==> src/axi_read_pkg.sv <==
// AXI4 read-channel definitions for the layer reader master
// the unused AR fields are fixed and are not ports:
// arid 0, arsize BEAT_SIZE_CODE, arburst INCR, arlock 0,
// arcache 4'b0011, arprot 0, arqos 0

package axi_read_pkg;

	// byte address on the AR channel
	typedef logic [31:0] addr_t;

	// AXI burst types
	typedef enum logic [1:0] {
		BURST_FIXED = 2'b00,
		BURST_INCR  = 2'b01,
		BURST_WRAP  = 2'b10
	} burst_e;

	// every burst is INCR
	localparam burst_e AR_BURST = BURST_INCR;

	// 8-byte beats
	localparam int BEAT_SIZE_CODE = 3;
	localparam int BEAT_BYTES = 1 << BEAT_SIZE_CODE;

	// read master states
	typedef enum logic [1:0] {
		RD_IDLE,
		RD_ADDR,
		RD_DATA
	} rd_state_e;

endpackage

==> src/layer_geom_pkg.sv <==
// stream-side definitions for the input layer reader
// shared by the scheduler, the row banks, the streamer and the top level
// covers window, beat and count types plus the ping-pong bank states

package layer_geom_pkg;

	// one 3x3 window: three 24-bit rows, row r-1 in the top bits
	// inside a row, column c is the high byte
	typedef logic [71:0] window_t;

	// layer, row or column count
	typedef logic [9:0] count_t;

	// one memory beat of eight byte lanes
	// lane 0 holds the low byte
	typedef logic [63:0] beat_t;

	// handoff state of one ping-pong bank
	typedef enum logic [1:0] {
		BANK_EMPTY,
		BANK_FILLING,
		BANK_FULL
	} bank_state_e;

	// layers are 4096 bytes apart
	localparam int LAYER_STRIDE_SHIFT = 12;

	// window height, one row bank per tap
	localparam int ROW_TAPS = 3;

endpackage
==> src/input_layer_reader.sv <==
// top level of the input layer reader
// fetches feature-map rows over AXI4 read into three ping-pong row banks
// and streams padded 3x3 windows on a valid/ready interface

module input_layer_reader #(
	parameter int MAX_ROW_BEATS = 8,
	parameter int ADDR_WIDTH = 32
) (
	input  logic                    clk,
	input  logic                    reset_n,

	// run configuration
	input  logic                    start,
	input  axi_read_pkg::addr_t     base_address,
	input  layer_geom_pkg::count_t  num_layers,
	input  layer_geom_pkg::count_t  num_rows,
	input  layer_geom_pkg::count_t  num_cols,
	input  logic [3:0]              row_beats,
	input  logic [15:0]             row_pitch,

	// AXI4 read
	output logic [ADDR_WIDTH-1:0]   araddr,
	output logic [7:0]              arlen,
	output logic                    arvalid,
	input  logic                    arready,
	input  logic                    rvalid,
	input  layer_geom_pkg::beat_t   rdata,
	input  logic                    rlast,
	output logic                    rready,

	// window stream
	output layer_geom_pkg::window_t window_data,
	output logic                    window_valid,
	input  logic                    window_ready,
	output logic                    run_done
);

	localparam int AW = $clog2(MAX_ROW_BEATS);
	localparam int TAPS = layer_geom_pkg::ROW_TAPS;

	// scheduler to read master
	logic                   fetch_req;
	logic                   fetch_ack;
	logic [ADDR_WIDTH-1:0]  fetch_addr;
	logic                   beat_we;
	logic                   beat_last;
	layer_geom_pkg::beat_t  beat_data;

	// bank write and read
	logic [TAPS-1:0]        wr_en;
	logic                   wr_bank;
	logic [AW-1:0]          wr_addr;
	logic                   rd_bank;
	logic [AW-1:0]          rd_addr;
	layer_geom_pkg::beat_t  rd_data [TAPS];

	// ping-pong handoff
	logic [1:0]             bank_full;
	logic [1:0]             bank_release;
	logic [1:0][TAPS-1:0]   pad_mask;
	logic [1:0]             last_job;

	axi_read_master #(
		.ADDR_WIDTH(ADDR_WIDTH)
	) i_axi_read_master (
		.clk       (clk),
		.reset_n   (reset_n),
		.fetch_req (fetch_req),
		.fetch_addr(fetch_addr),
		.row_beats (row_beats),
		.fetch_ack (fetch_ack),
		.araddr    (araddr),
		.arlen     (arlen),
		.arvalid   (arvalid),
		.arready   (arready),
		.rvalid    (rvalid),
		.rdata     (rdata),
		.rlast     (rlast),
		.rready    (rready),
		.beat_we   (beat_we),
		.beat_data (beat_data),
		.beat_last (beat_last)
	);

	row_fetch_scheduler #(
		.MAX_ROW_BEATS(MAX_ROW_BEATS),
		.ADDR_WIDTH   (ADDR_WIDTH)
	) i_row_fetch_scheduler (
		.clk         (clk),
		.reset_n     (reset_n),
		.start       (start),
		.base_address(base_address),
		.num_layers  (num_layers),
		.num_rows    (num_rows),
		.row_pitch   (row_pitch),
		.beat_we     (beat_we),
		.beat_last   (beat_last),
		.fetch_ack   (fetch_ack),
		.fetch_req   (fetch_req),
		.fetch_addr  (fetch_addr),
		.wr_en       (wr_en),
		.wr_bank     (wr_bank),
		.wr_addr     (wr_addr),
		.bank_release(bank_release),
		.bank_full   (bank_full),
		.pad_mask    (pad_mask),
		.last_job    (last_job)
	);

	// one bank per window row
	for (genvar k = 0; k < TAPS; k++) begin : g_bank
		row_bank #(
			.MAX_ROW_BEATS(MAX_ROW_BEATS)
		) i_row_bank (
			.clk    (clk),
			.wr_en  (wr_en[k]),
			.wr_bank(wr_bank),
			.wr_addr(wr_addr),
			.wr_data(beat_data),
			.rd_bank(rd_bank),
			.rd_addr(rd_addr),
			.rd_data(rd_data[k])
		);
	end

	window_streamer #(
		.MAX_ROW_BEATS(MAX_ROW_BEATS)
	) i_window_streamer (
		.clk         (clk),
		.reset_n     (reset_n),
		.start       (start),
		.num_cols    (num_cols),
		.bank_full   (bank_full),
		.pad_mask    (pad_mask),
		.last_job    (last_job),
		.bank_release(bank_release),
		.rd_bank     (rd_bank),
		.rd_addr     (rd_addr),
		.rd_data0    (rd_data[0]),
		.rd_data1    (rd_data[1]),
		.rd_data2    (rd_data[2]),
		.window_data (window_data),
		.window_valid(window_valid),
		.window_ready(window_ready),
		.run_done    (run_done)
	);

endmodule

==> src/window_streamer.sv <==
// reads a full ping-pong bank and streams one padded 3x3 window per column
// each tap keeps its current beat, the RAM output holds the next one
// releases the bank after the last column and pulses run_done on the final job

module window_streamer #(
	parameter int MAX_ROW_BEATS = 8,
	localparam int AW = $clog2(MAX_ROW_BEATS)
) (
	input  logic                    clk,
	input  logic                    reset_n,
	input  logic                    start,
	input  layer_geom_pkg::count_t  num_cols,

	// handoff from the scheduler
	input  logic [1:0]              bank_full,
	input  logic [1:0][layer_geom_pkg::ROW_TAPS-1:0] pad_mask,
	input  logic [1:0]              last_job,
	output logic [1:0]              bank_release,

	// bank read port
	output logic                    rd_bank,
	output logic [AW-1:0]           rd_addr,
	input  layer_geom_pkg::beat_t   rd_data0,
	input  layer_geom_pkg::beat_t   rd_data1,
	input  layer_geom_pkg::beat_t   rd_data2,

	// window stream
	output layer_geom_pkg::window_t window_data,
	output logic                    window_valid,
	input  logic                    window_ready,
	output logic                    run_done
);

	localparam int TAPS = layer_geom_pkg::ROW_TAPS;
	localparam int LANE_BITS = $clog2(axi_read_pkg::BEAT_BYTES);

	layer_geom_pkg::count_t cfg_cols;
	layer_geom_pkg::count_t col;
	logic                   priming;
	logic                   idle;
	logic                   accept;
	logic                   beat_end;
	logic                   job_end;

	layer_geom_pkg::beat_t  tap_data [TAPS];
	layer_geom_pkg::beat_t  cur_beat [TAPS];
	logic [127:0]           tap_seg [TAPS];
	logic [LANE_BITS:0]     lane [TAPS];
	logic [TAPS-1:0]        col_ok;

	assign tap_data[0] = rd_data0;
	assign tap_data[1] = rd_data1;
	assign tap_data[2] = rd_data2;

	assign idle     = !priming && !window_valid;
	assign accept   = window_valid && window_ready;
	// last column of the current beat
	assign beat_end = col[LANE_BITS-1:0] == '1;
	assign job_end  = accept && col == cfg_cols - layer_geom_pkg::count_t'(1);

	//--------------------------------------------------
	// column walk and bank handoff
	//--------------------------------------------------
	always_ff @(posedge clk) begin
		if (!reset_n) begin
			rd_bank      <= 1'b0;
			rd_addr      <= '0;
			col          <= '0;
			priming      <= 1'b0;
			window_valid <= 1'b0;
			bank_release <= '0;
			run_done     <= 1'b0;
		end else begin
			bank_release <= '0;
			run_done     <= 1'b0;
			if (start && idle) begin
				rd_bank <= 1'b0;
				rd_addr <= '0;
				col     <= '0;
			end else if (idle) begin
				// beat 0 is addressed, go fetch beat 1
				if (bank_full[rd_bank]) begin
					priming <= 1'b1;
					rd_addr <= AW'(1);
				end
			end else if (priming) begin
				priming      <= 1'b0;
				window_valid <= 1'b1;
			end else if (accept) begin
				col <= col + layer_geom_pkg::count_t'(1);
				if (beat_end) begin
					rd_addr <= rd_addr + AW'(1);
				end
				if (job_end) begin
					window_valid          <= 1'b0;
					col                   <= '0;
					rd_addr               <= '0;
					bank_release[rd_bank] <= 1'b1;
					run_done              <= last_job[rd_bank];
					rd_bank               <= ~rd_bank;
				end
			end
		end
	end

	always_ff @(posedge clk) begin
		if (start && idle) begin
			cfg_cols <= num_cols;
		end
	end

	// current beat moves on at each beat boundary
	always_ff @(posedge clk) begin
		if (priming || (accept && beat_end)) begin
			for (int k = 0; k < TAPS; k++) begin
				cur_beat[k] <= tap_data[k];
			end
		end
	end

	//--------------------------------------------------
	// window assembly
	//--------------------------------------------------
	for (genvar k = 0; k < TAPS; k++) begin : g_tap
		// 16 bytes, current beat low
		assign tap_seg[k] = {tap_data[k], cur_beat[k]};
		// byte lane of column c+k, and whether it is inside the row
		assign lane[k] = {1'b0, col[LANE_BITS-1:0]} + (LANE_BITS + 1)'(k);
		assign col_ok[k] = ({1'b0, col} + 11'(k)) < {1'b0, cfg_cols};
	end

	// tap k fills 24 bits from the top, column c in the high byte
	always_comb begin
		for (int k = 0; k < TAPS; k++) begin
			for (int j = 0; j < TAPS; j++) begin
				if (pad_mask[rd_bank][k] || !col_ok[j]) begin
					window_data[71-24*k-8*j -: 8] = 8'h00;
				end else begin
					window_data[71-24*k-8*j -: 8] = tap_seg[k][8*lane[j] +: 8];
				end
			end
		end
	end

endmodule

==> src/row_bank.sv <==
// one row position of the ping-pong row store
// two halves of MAX_ROW_BEATS beats, selected by the bank bit
// read data is registered and comes one cycle after the address

module row_bank #(
	parameter int MAX_ROW_BEATS = 8,
	localparam int AW = $clog2(MAX_ROW_BEATS)
) (
	input  logic                  clk,
	input  logic                  wr_en,
	input  logic                  wr_bank,
	input  logic [AW-1:0]         wr_addr,
	input  layer_geom_pkg::beat_t wr_data,
	input  logic                  rd_bank,
	input  logic [AW-1:0]         rd_addr,
	output layer_geom_pkg::beat_t rd_data
);

	// bank bit is the top address bit
	layer_geom_pkg::beat_t mem [2*MAX_ROW_BEATS];

	always_ff @(posedge clk) begin
		if (wr_en) begin
			mem[{wr_bank, wr_addr}] <= wr_data;
		end
	end

	always_ff @(posedge clk) begin
		rd_data <= mem[{rd_bank, rd_addr}];
	end

endmodule

==> src/row_fetch_scheduler.sv <==
// walks output rows (outer) and layers (inner), one job per pair
// each job fetches rows r-1, r, r+1 into one ping-pong bank half
// rows outside the layer are skipped and flagged in pad_mask

module row_fetch_scheduler #(
	parameter int MAX_ROW_BEATS = 8,
	parameter int ADDR_WIDTH = 32,
	localparam int AW = $clog2(MAX_ROW_BEATS)
) (
	input  logic                   clk,
	input  logic                   reset_n,
	input  logic                   start,
	input  axi_read_pkg::addr_t    base_address,
	input  layer_geom_pkg::count_t num_layers,
	input  layer_geom_pkg::count_t num_rows,
	input  logic [15:0]            row_pitch,

	// read master side
	input  logic                   beat_we,
	input  logic                   beat_last,
	input  logic                   fetch_ack,
	output logic                   fetch_req,
	output logic [ADDR_WIDTH-1:0]  fetch_addr,

	// bank write side
	output logic [layer_geom_pkg::ROW_TAPS-1:0] wr_en,
	output logic                   wr_bank,
	output logic [AW-1:0]          wr_addr,

	// handoff to the streamer
	input  logic [1:0]             bank_release,
	output logic [1:0]             bank_full,
	output logic [1:0][layer_geom_pkg::ROW_TAPS-1:0] pad_mask,
	output logic [1:0]             last_job
);

	localparam logic [1:0] LAST_TAP = 2'(layer_geom_pkg::ROW_TAPS - 1);

	// config sampled on start
	axi_read_pkg::addr_t    cfg_base;
	layer_geom_pkg::count_t cfg_layers;
	layer_geom_pkg::count_t cfg_rows;
	logic [15:0]            cfg_pitch;

	logic                   busy;
	layer_geom_pkg::count_t job_row;
	layer_geom_pkg::count_t job_layer;
	logic [1:0]             tap;
	logic                   fill_bank;
	logic                   receiving;
	layer_geom_pkg::bank_state_e bank_state [2];

	layer_geom_pkg::count_t tap_row;
	axi_read_pkg::addr_t    row_addr;
	logic                   tap_pad;
	logic                   filling;
	logic                   tap_done;
	logic                   final_job;

	//--------------------------------------------------
	// row address and padding for the current tap
	//--------------------------------------------------
	assign tap_row = job_row + layer_geom_pkg::count_t'(tap) - layer_geom_pkg::count_t'(1);
	// top tap of row 0, bottom tap of the last row
	assign tap_pad = (tap == 2'd0 && job_row == '0) ||
		(tap == LAST_TAP && job_row + layer_geom_pkg::count_t'(1) >= cfg_rows);

	// base + layer * 4096 + row * pitch
	assign row_addr = cfg_base +
		(axi_read_pkg::addr_t'(job_layer) << layer_geom_pkg::LAYER_STRIDE_SHIFT) +
		axi_read_pkg::addr_t'(tap_row) * axi_read_pkg::addr_t'(cfg_pitch);
	assign fetch_addr = ADDR_WIDTH'(row_addr);

	assign filling   = bank_state[fill_bank] == layer_geom_pkg::BANK_FILLING;
	assign tap_done  = filling && (tap_pad || (receiving && beat_last));
	assign final_job = job_row == cfg_rows - layer_geom_pkg::count_t'(1) &&
		job_layer == cfg_layers - layer_geom_pkg::count_t'(1);

	always_ff @(posedge clk) begin
		if (start && !busy) begin
			cfg_base   <= base_address;
			cfg_layers <= num_layers;
			cfg_rows   <= num_rows;
			cfg_pitch  <= row_pitch;
		end
	end

	//--------------------------------------------------
	// job walk and bank handoff
	//--------------------------------------------------
	always_ff @(posedge clk) begin
		if (!reset_n) begin
			busy          <= 1'b0;
			fetch_req     <= 1'b0;
			receiving     <= 1'b0;
			tap           <= 2'd0;
			fill_bank     <= 1'b0;
			job_row       <= '0;
			job_layer     <= '0;
			bank_state[0] <= layer_geom_pkg::BANK_EMPTY;
			bank_state[1] <= layer_geom_pkg::BANK_EMPTY;
			pad_mask      <= '0;
			last_job      <= '0;
		end else begin
			// streamer hands banks back
			for (int i = 0; i < 2; i++) begin
				if (bank_release[i]) begin
					bank_state[i] <= layer_geom_pkg::BANK_EMPTY;
				end
			end
			if (start && !busy) begin
				busy      <= 1'b1;
				job_row   <= '0;
				job_layer <= '0;
				fill_bank <= 1'b0;
			end else if (busy && bank_state[fill_bank] == layer_geom_pkg::BANK_EMPTY) begin
				// claim the bank, start at tap 0
				bank_state[fill_bank] <= layer_geom_pkg::BANK_FILLING;
				pad_mask[fill_bank]   <= '0;
				tap                   <= 2'd0;
			end else if (filling) begin
				if (tap_pad) begin
					pad_mask[fill_bank][tap] <= 1'b1;
				end else if (!fetch_req && !receiving) begin
					fetch_req <= 1'b1;
				end
				if (fetch_req && fetch_ack) begin
					fetch_req <= 1'b0;
					receiving <= 1'b1;
				end
				if (tap_done) begin
					receiving <= 1'b0;
					if (tap == LAST_TAP) begin
						// job complete, hand over and step layer then row
						tap                   <= 2'd0;
						bank_state[fill_bank] <= layer_geom_pkg::BANK_FULL;
						last_job[fill_bank]   <= final_job;
						fill_bank             <= ~fill_bank;
						busy                  <= !final_job;
						if (job_layer == cfg_layers - layer_geom_pkg::count_t'(1)) begin
							job_layer <= '0;
							job_row   <= job_row + layer_geom_pkg::count_t'(1);
						end else begin
							job_layer <= job_layer + layer_geom_pkg::count_t'(1);
						end
					end else begin
						tap <= tap + 2'd1;
					end
				end
			end
		end
	end

	// beat write address, restarts each row
	always_ff @(posedge clk) begin
		if (!reset_n || beat_last) begin
			wr_addr <= '0;
		end else if (beat_we) begin
			wr_addr <= wr_addr + AW'(1);
		end
	end

	always_comb begin
		for (int k = 0; k < layer_geom_pkg::ROW_TAPS; k++) begin
			wr_en[k] = beat_we && tap == 2'(k);
		end
	end

	assign wr_bank = fill_bank;

	for (genvar i = 0; i < 2; i++) begin : g_full
		assign bank_full[i] = bank_state[i] == layer_geom_pkg::BANK_FULL;
	end

endmodule

==> src/axi_read_master.sv <==
// AXI4 read master, one INCR burst per fetch request
// takes the address on fetch_req, acks in the arready cycle and
// returns each R beat as a write strobe with its last flag

module axi_read_master #(
	parameter int ADDR_WIDTH = 32
) (
	input  logic                  clk,
	input  logic                  reset_n,

	// request from the scheduler
	input  logic                  fetch_req,
	input  logic [ADDR_WIDTH-1:0] fetch_addr,
	input  logic [3:0]            row_beats,
	output logic                  fetch_ack,

	// AR channel
	output logic [ADDR_WIDTH-1:0] araddr,
	output logic [7:0]            arlen,
	output logic                  arvalid,
	input  logic                  arready,

	// R channel
	input  logic                  rvalid,
	input  layer_geom_pkg::beat_t rdata,
	input  logic                  rlast,
	output logic                  rready,

	// beats out to the banks
	output logic                  beat_we,
	output layer_geom_pkg::beat_t beat_data,
	output logic                  beat_last
);

	axi_read_pkg::rd_state_e state;

	//--------------------------------------------------
	// burst FSM
	//--------------------------------------------------
	always_ff @(posedge clk) begin
		if (!reset_n) begin
			state   <= axi_read_pkg::RD_IDLE;
			arvalid <= 1'b0;
			rready  <= 1'b0;
		end else begin
			case (state)
				axi_read_pkg::RD_IDLE: begin
					// new request, raise arvalid next cycle
					if (fetch_req) begin
						arvalid <= 1'b1;
						state   <= axi_read_pkg::RD_ADDR;
					end
				end
				axi_read_pkg::RD_ADDR: begin
					// arvalid holds until the slave takes it
					if (arready) begin
						arvalid <= 1'b0;
						rready  <= 1'b1;
						state   <= axi_read_pkg::RD_DATA;
					end
				end
				axi_read_pkg::RD_DATA: begin
					// only one burst in flight, close on rlast
					if (rvalid && rlast) begin
						rready <= 1'b0;
						state  <= axi_read_pkg::RD_IDLE;
					end
				end
				default: state <= axi_read_pkg::RD_IDLE;
			endcase
		end
	end

	// address and length latched with the request
	always_ff @(posedge clk) begin
		if (state == axi_read_pkg::RD_IDLE && fetch_req) begin
			araddr <= fetch_addr;
			arlen  <= {4'd0, row_beats} - 8'd1;
		end
	end

	assign fetch_ack = (state == axi_read_pkg::RD_ADDR) && arready;

	// beats go straight to the bank write port
	assign beat_we   = rvalid && rready;
	assign beat_data = rdata;
	assign beat_last = beat_we && rlast;

endmodule

==> config.mk <==
export PLATFORM = sky130hd
export DESIGN_NAME = input_layer_reader
export DESIGN_NICKNAME = d
export VERILOG_FILES = /design/src/axi_read_pkg.sv /design/src/layer_geom_pkg.sv /design/src/input_layer_reader.sv /design/src/window_streamer.sv /design/src/row_bank.sv /design/src/row_fetch_scheduler.sv /design/src/axi_read_master.sv
export SDC_FILE = /design/constraint.sdc
export NUM_CORES = 2
export LEC_CHECK = 0
export BUFFER_PORTS_ARGS = -buffer_cell sky130_fd_sc_hd__buf_2
export CORE_MARGIN = 4
export CORE_UTILIZATION = 55
export DETAILED_ROUTE_END_ITERATION = 16
export HOLD_SLACK_MARGIN = 0.05
export PLACE_DENSITY = 0.71
export SLEW_MARGIN = 15
export SYNTH_ARGS = -nofsm -noshare
export SYNTH_HDL_FRONTEND = slang
export SYNTH_HIERARCHICAL = 1
export SYNTH_SLANG_ARGS = --single-unit
export TNS_END_PERCENT = 30
==> constraint.sdc <==
create_clock -name clk -period 10.6 [get_ports clk]
set_input_delay 1.06 -clock clk [delete_from_list [all_inputs] [get_ports clk]]
set_output_delay 1.06 -clock clk [all_outputs]
set_load 0.05 [all_outputs]
==> results <==
- The flow ran to the end, and the final reports show no timing, DRC or antenna violations.
- In the final routed layout, each cell accounts on average for 31.4 microns.
- The wire length of the first global-routing pass is roughly 520000 microns.
- The routed design could run at a clock period as short as about 8.1 ns.
- Timing would allow up to approximately 0.12 GHz.
- Net switching is approximately 24% of the power.
- The first TritonRoute pass finished after 6 iterations.
- Setup repair after global routing left no endpoint under its margin.
- The required arrival time at the worst endpoint is approximately 11 ns.
- The kind of launch point of the worst setup path is a register.
- After floorplanning, the core was sized to cover 261000 sq um.
- Global routing finished with a remaining overflow of 0.
- The via count of the first global-routing pass is around 74000.
- The actual transition at the worst max-transition pin is between 1 and 1.5 ns.
- The final setup skew is between 0.04 and 0.05 ns.
- The overall global routing resource usage is approximately a quarter.
- The row count is between 150 and 200.
- The critical path is of the register to register type.
- In this run, CTS created clock tree buffers numbering 363.
- The count of maximum capacitance violations is 0.
- The most used flip-flop cell after synthesis is edfxtp_1.
- The leakage power figure is around 52 nW.
- The die covers 271000 sq um.
- The number of antenna-violating nets in the routed design is 0.
- The horizontal die dimension is between 500 and 600 microns.
- The sequential fraction of design power is a little under half.
- Setup violations remaining at the end of the flow were counted as 0.
- After detailed routing, the number of remaining DRC violations is 0.
- The die is approximately 520 microns tall.
- The aggregate routed wire length is between 300000 and 400000 microns.
- The setup slack on the worst flop-to-flop path is 2.54 ns.
- The count of input and output buffers is between 200 and 300.
- In the final design database the tool counted approximately 8000 nets.
- Cells fill 62.1% of the core in the end.
- Entering global routing, the biggest net connects 148 pins.
- In the routed layout, each cell is associated on average with a via count of roughly 6.4.
- The total standard cell area after synthesis is 145000 sq um.
- Tracing the worst setup path back leads to its startpoint at i_row_fetch_scheduler/tap[1].
- The startpoint identified for the worst register-to-register timing path is i_row_fetch_scheduler/tap[1].
- The cell area after layout is ~160000 sq um.
- After clock tree synthesis, the setup repair step added 0 buffers.
- The CTS tree is done.
- The violation count after the first detailed-route iteration is ~9700.
- Clock tree synthesis found a total of roughly 3600 sinks.
- Yosys mapped the design onto between 80 and 90 distinct sky130hd cell types.
- By instance count, the cell type seen most on the critical path is fa_1.
- The synthesized flop and latch total is ~3600.
- The period utilization is about 76%.
- Internal power comes to about 26 mW.
- Combinational logic is responsible for between 10% and 20% of the overall power.
- Relative to the synthesized area, the layout overhead comes to 12.0%.
- Clock-pin slew was measured on the worst setup and hold paths at about 0.06 ns.
- The relative slew slack is between 20 and 25%.
- between 200 and 300 I/O pins were placed.
- After detailed placement, the total cell area comes to 150000 sq um.
- In this run the most critical hold path is launched from base_address[25].
- Dividing total power by cell area gives a power density of ~210 nW/um^2.
- Of the synthesized area, sequential elements account for roughly three quarters.
- In this run, the clock network consumes between 30% and 40% of the power.
- VDD sags by at most between 0.0004 and 0.0005 V.
- In this run the worst setup path terminates at i_axi_read_master/araddr[28].
- The Yosys step of the flow raised 6 warnings.
- The buffer cell driving the clock tree root is clkbuf_16.
- In this run, synthesis inferred around 3400 flip-flops with an integrated enable.
- Data arrives at the worst endpoint at roughly 8.7 ns.
- The net switching power figure is 8.37 mW.
- The maximum count of clock buffers along a single path is 4.
- The number of fill cells is between 15000 and 20000.
- The class of the tightest hold or removal check is input port to register.
- The total number of vias is between 70000 and 80000.
- Counting cells, the worst reg-to-reg path comes to 28.
- The endpoint identified for the worst register-to-register timing path is i_axi_read_master/araddr[28].
- The initial utilization of the core area, before any placement, comes to a little under three fifths.
- At the end of routability-driven placement, the weighted congestion stood at approximately 0.9.
- The sum of negative setup slack is 0 ns.
- In this run the worst path has a maximum fanout of 16.
- The maximum level of the CTS H-tree is 5.
- Cells with a size suffix above 1 make up about a quarter of the layout.
- Among all stages on the critical path, the largest delay is contributed by xor2_1.
- After clock tree synthesis, the repair step resized 0 gates.
- The number of nets in the synthesized netlist is around 7600.
- The flip-flop and latch area is 107000 sq um.
- The number of pins with negative max-slew slack in the final report is 0.
- The number of antenna violations at the first check in global routing is 30.
- The source-to-sink clock delay at the later pin of the worst-skew pair is just under 0.9 ns.
- The instance count of the mapped netlist is 7133.
- The multi-input combinational cells in the finished layout cover a total of around 35000 sq um.
- STA classifies the critical path endpoint as a register.
- The final-report hold violation count came to 0.
- The share of synthesized registers carrying an async set or reset is 0%.
- The wire-length estimate of the detail-placed layout is roughly 200000 microns.
- After synthesis, the mean cell area works out to 20.3 sq um.
- The hold buffer count at CTS is 0.
- The stage delay of the slowest cell on the critical path is slightly above 0.9 ns.
==> synth_stat cells (46+ instances only) <==
master / instances / share of area (%)
a21oi_1: 103 / 0.36
a22oi_1: 384 / 2.0
and2_1: 51 / 0.22
buf_1: 61 / 0.16
buf_2: 46 / 0.16
buf_4: 86 / 0.45
clkbuf_1: 184 / 0.48
dfxtp_1: 253 / 3.5
edfxtp_1: 3383 / 70
fa_1: 148 / 2.0
ha_1: 148 / 1.3
inv_1: 257 / 0.67
mux4_2: 888 / 14
nand2_1: 417 / 1.1
nor2_1: 105 / 0.27
nor2b_1: 61 / 0.26
xnor2_1: 69 / 0.42
==> cell families (layout without fill, tap and decap cells) <==
group / count (synthesis) / count (layout) / share of synthesized area, %
AOI/OAI and AO/OA: 633 / 633 / 3.11
xor gates and xnor gates: 109 / 109 / 0.660
adders and majority gates: 296 / 296 / 3.33
buffers and inverters: 678 / 1339 / 2.25
DFF: 3636 / 3636 / 73.8
muxes: 922 / 922 / 14.1
other: 0 / 7 / 0
and+or+nand+nor: 859 / 859 / 2.81
==> registers in the layout (all words and copies together), names as in the netlist, 3 cells and up, named ones only <==
name,cells
g_bank.i_row_bank/rd_data,192
i_row_fetch_scheduler/bank_state,4
g_bank.i_row_bank/mem,3072
i_axi_read_master/araddr,32
i_row_fetch_scheduler/wr_addr,3
i_row_fetch_scheduler/job_layer,10
i_row_fetch_scheduler/cfg_pitch,16
i_window_streamer/rd_addr,3
i_row_fetch_scheduler/cfg_rows,10
i_window_streamer/cur_beat,192
i_row_fetch_scheduler/pad_mask,6
i_window_streamer/cfg_cols,10
i_axi_read_master/arlen,5
i_window_streamer/col,10
i_row_fetch_scheduler/cfg_base,32
i_row_fetch_scheduler/job_row,10
i_row_fetch_scheduler/cfg_layers,10
==> through the flow <==
| stage | power [mW] | setup slack [ns] | hold WS (ns) | std cells |
|---|---|---|---|---|
| final | 34.2 | 2.54 | 0.349 | 11297 |
| after global routing | 35.7 | 2.08 | 0.304 | 11291 |
| after CTS | 34.4 | 2.60 | 0.262 | 11290 |
| after detailed placement | 21.5 | 2.59 | 0.389 | 10621 |
| after global placement | 21.3 | 2.67 | 0.388 | 10621 |
| after floorplan | 20.4 | 3.29 | 0.386 | 7133 |
==> metal layers <==
metal	routed length [microns]	track usage, %
met5	118	0
met4	12000	8.41
met3	35400	4.59
met2	171000	41.7
met1	136000	37.6
==> layout make-up <==
type	instances	area share, %
clock buffer	512	6.36
timing repair buffer	412	1.59
sequential	3636	65.9
multi-input combinational	2819	21.7
inverter	258	0.598
tap	3496	2.70
clock inverter	157	1.13
antenna	7	0.0108
==> worst min path at each step <==
stage                                                    end  slack (ns)  cells past startpoint
after floorplan           i_window_streamer/cur_beat[0][100]        0.39                      0
after global placement     i_window_streamer/cur_beat[0][28]        0.39                      0
after detailed placement   i_window_streamer/cur_beat[0][34]        0.39                      0
after CTS                 i_row_fetch_scheduler/cfg_base[25]        0.26                      1
after global routing      i_row_fetch_scheduler/cfg_base[19]        0.30                      1
final                     i_row_fetch_scheduler/cfg_base[25]        0.35                      1
==> cells in the final DEF (no fill, tap or decap), types with 44 or more instances in the layout <==
cell type  netlist  layout
fa_1           148     148
clkbuf_1       184      95
dfxtp_1        253     248
inv_1          257     255
ha_1           148     148
buf_2           46     268
xnor2_1         69      69
nor2b_1         61      55
a22oi_1        384     384
mux4_2         888     888
nand2_1        417     417
buf_4           86     132
and2_1          51      48
nor2_1         105      66
edfxtp_1      3383    3383
a21oi_1        103     102
clkbuf_8         0      44
clkinv_2         0      53
clkbuf_16        0     373
==> worst max-delay path: cells and delay by family, from the launching register on <==
family                     cells  cell delay (ns)
and+or+nand+nor                1             0.27
buffers and inverters          4             0.31
xor gates and xnor gates       2             0.99
DFF                            1             0.46
AOI/OAI and AO/OA             13             2.62
adders and majority gates      8             3.16
==> power by group through the flow <==
| stage | Combinational, mW | Clock [mW] | Sequential, mW |
|---|---|---|---|
| 6_report | 5.10 | 13.0 | 16.1 |
| 5_1_grt | 5.69 | 13.9 | 16.1 |
| 4_1_cts | 5.09 | 13.2 | 16.1 |
| 3_5_place_dp | 5.06 | 0 | 16.4 |
| 3_3_place_gp | 4.93 | 0 | 16.4 |
| 2_1_floorplan | 4.03 | 0 | 16.4 |
Power figures use the tool's default switching activity.
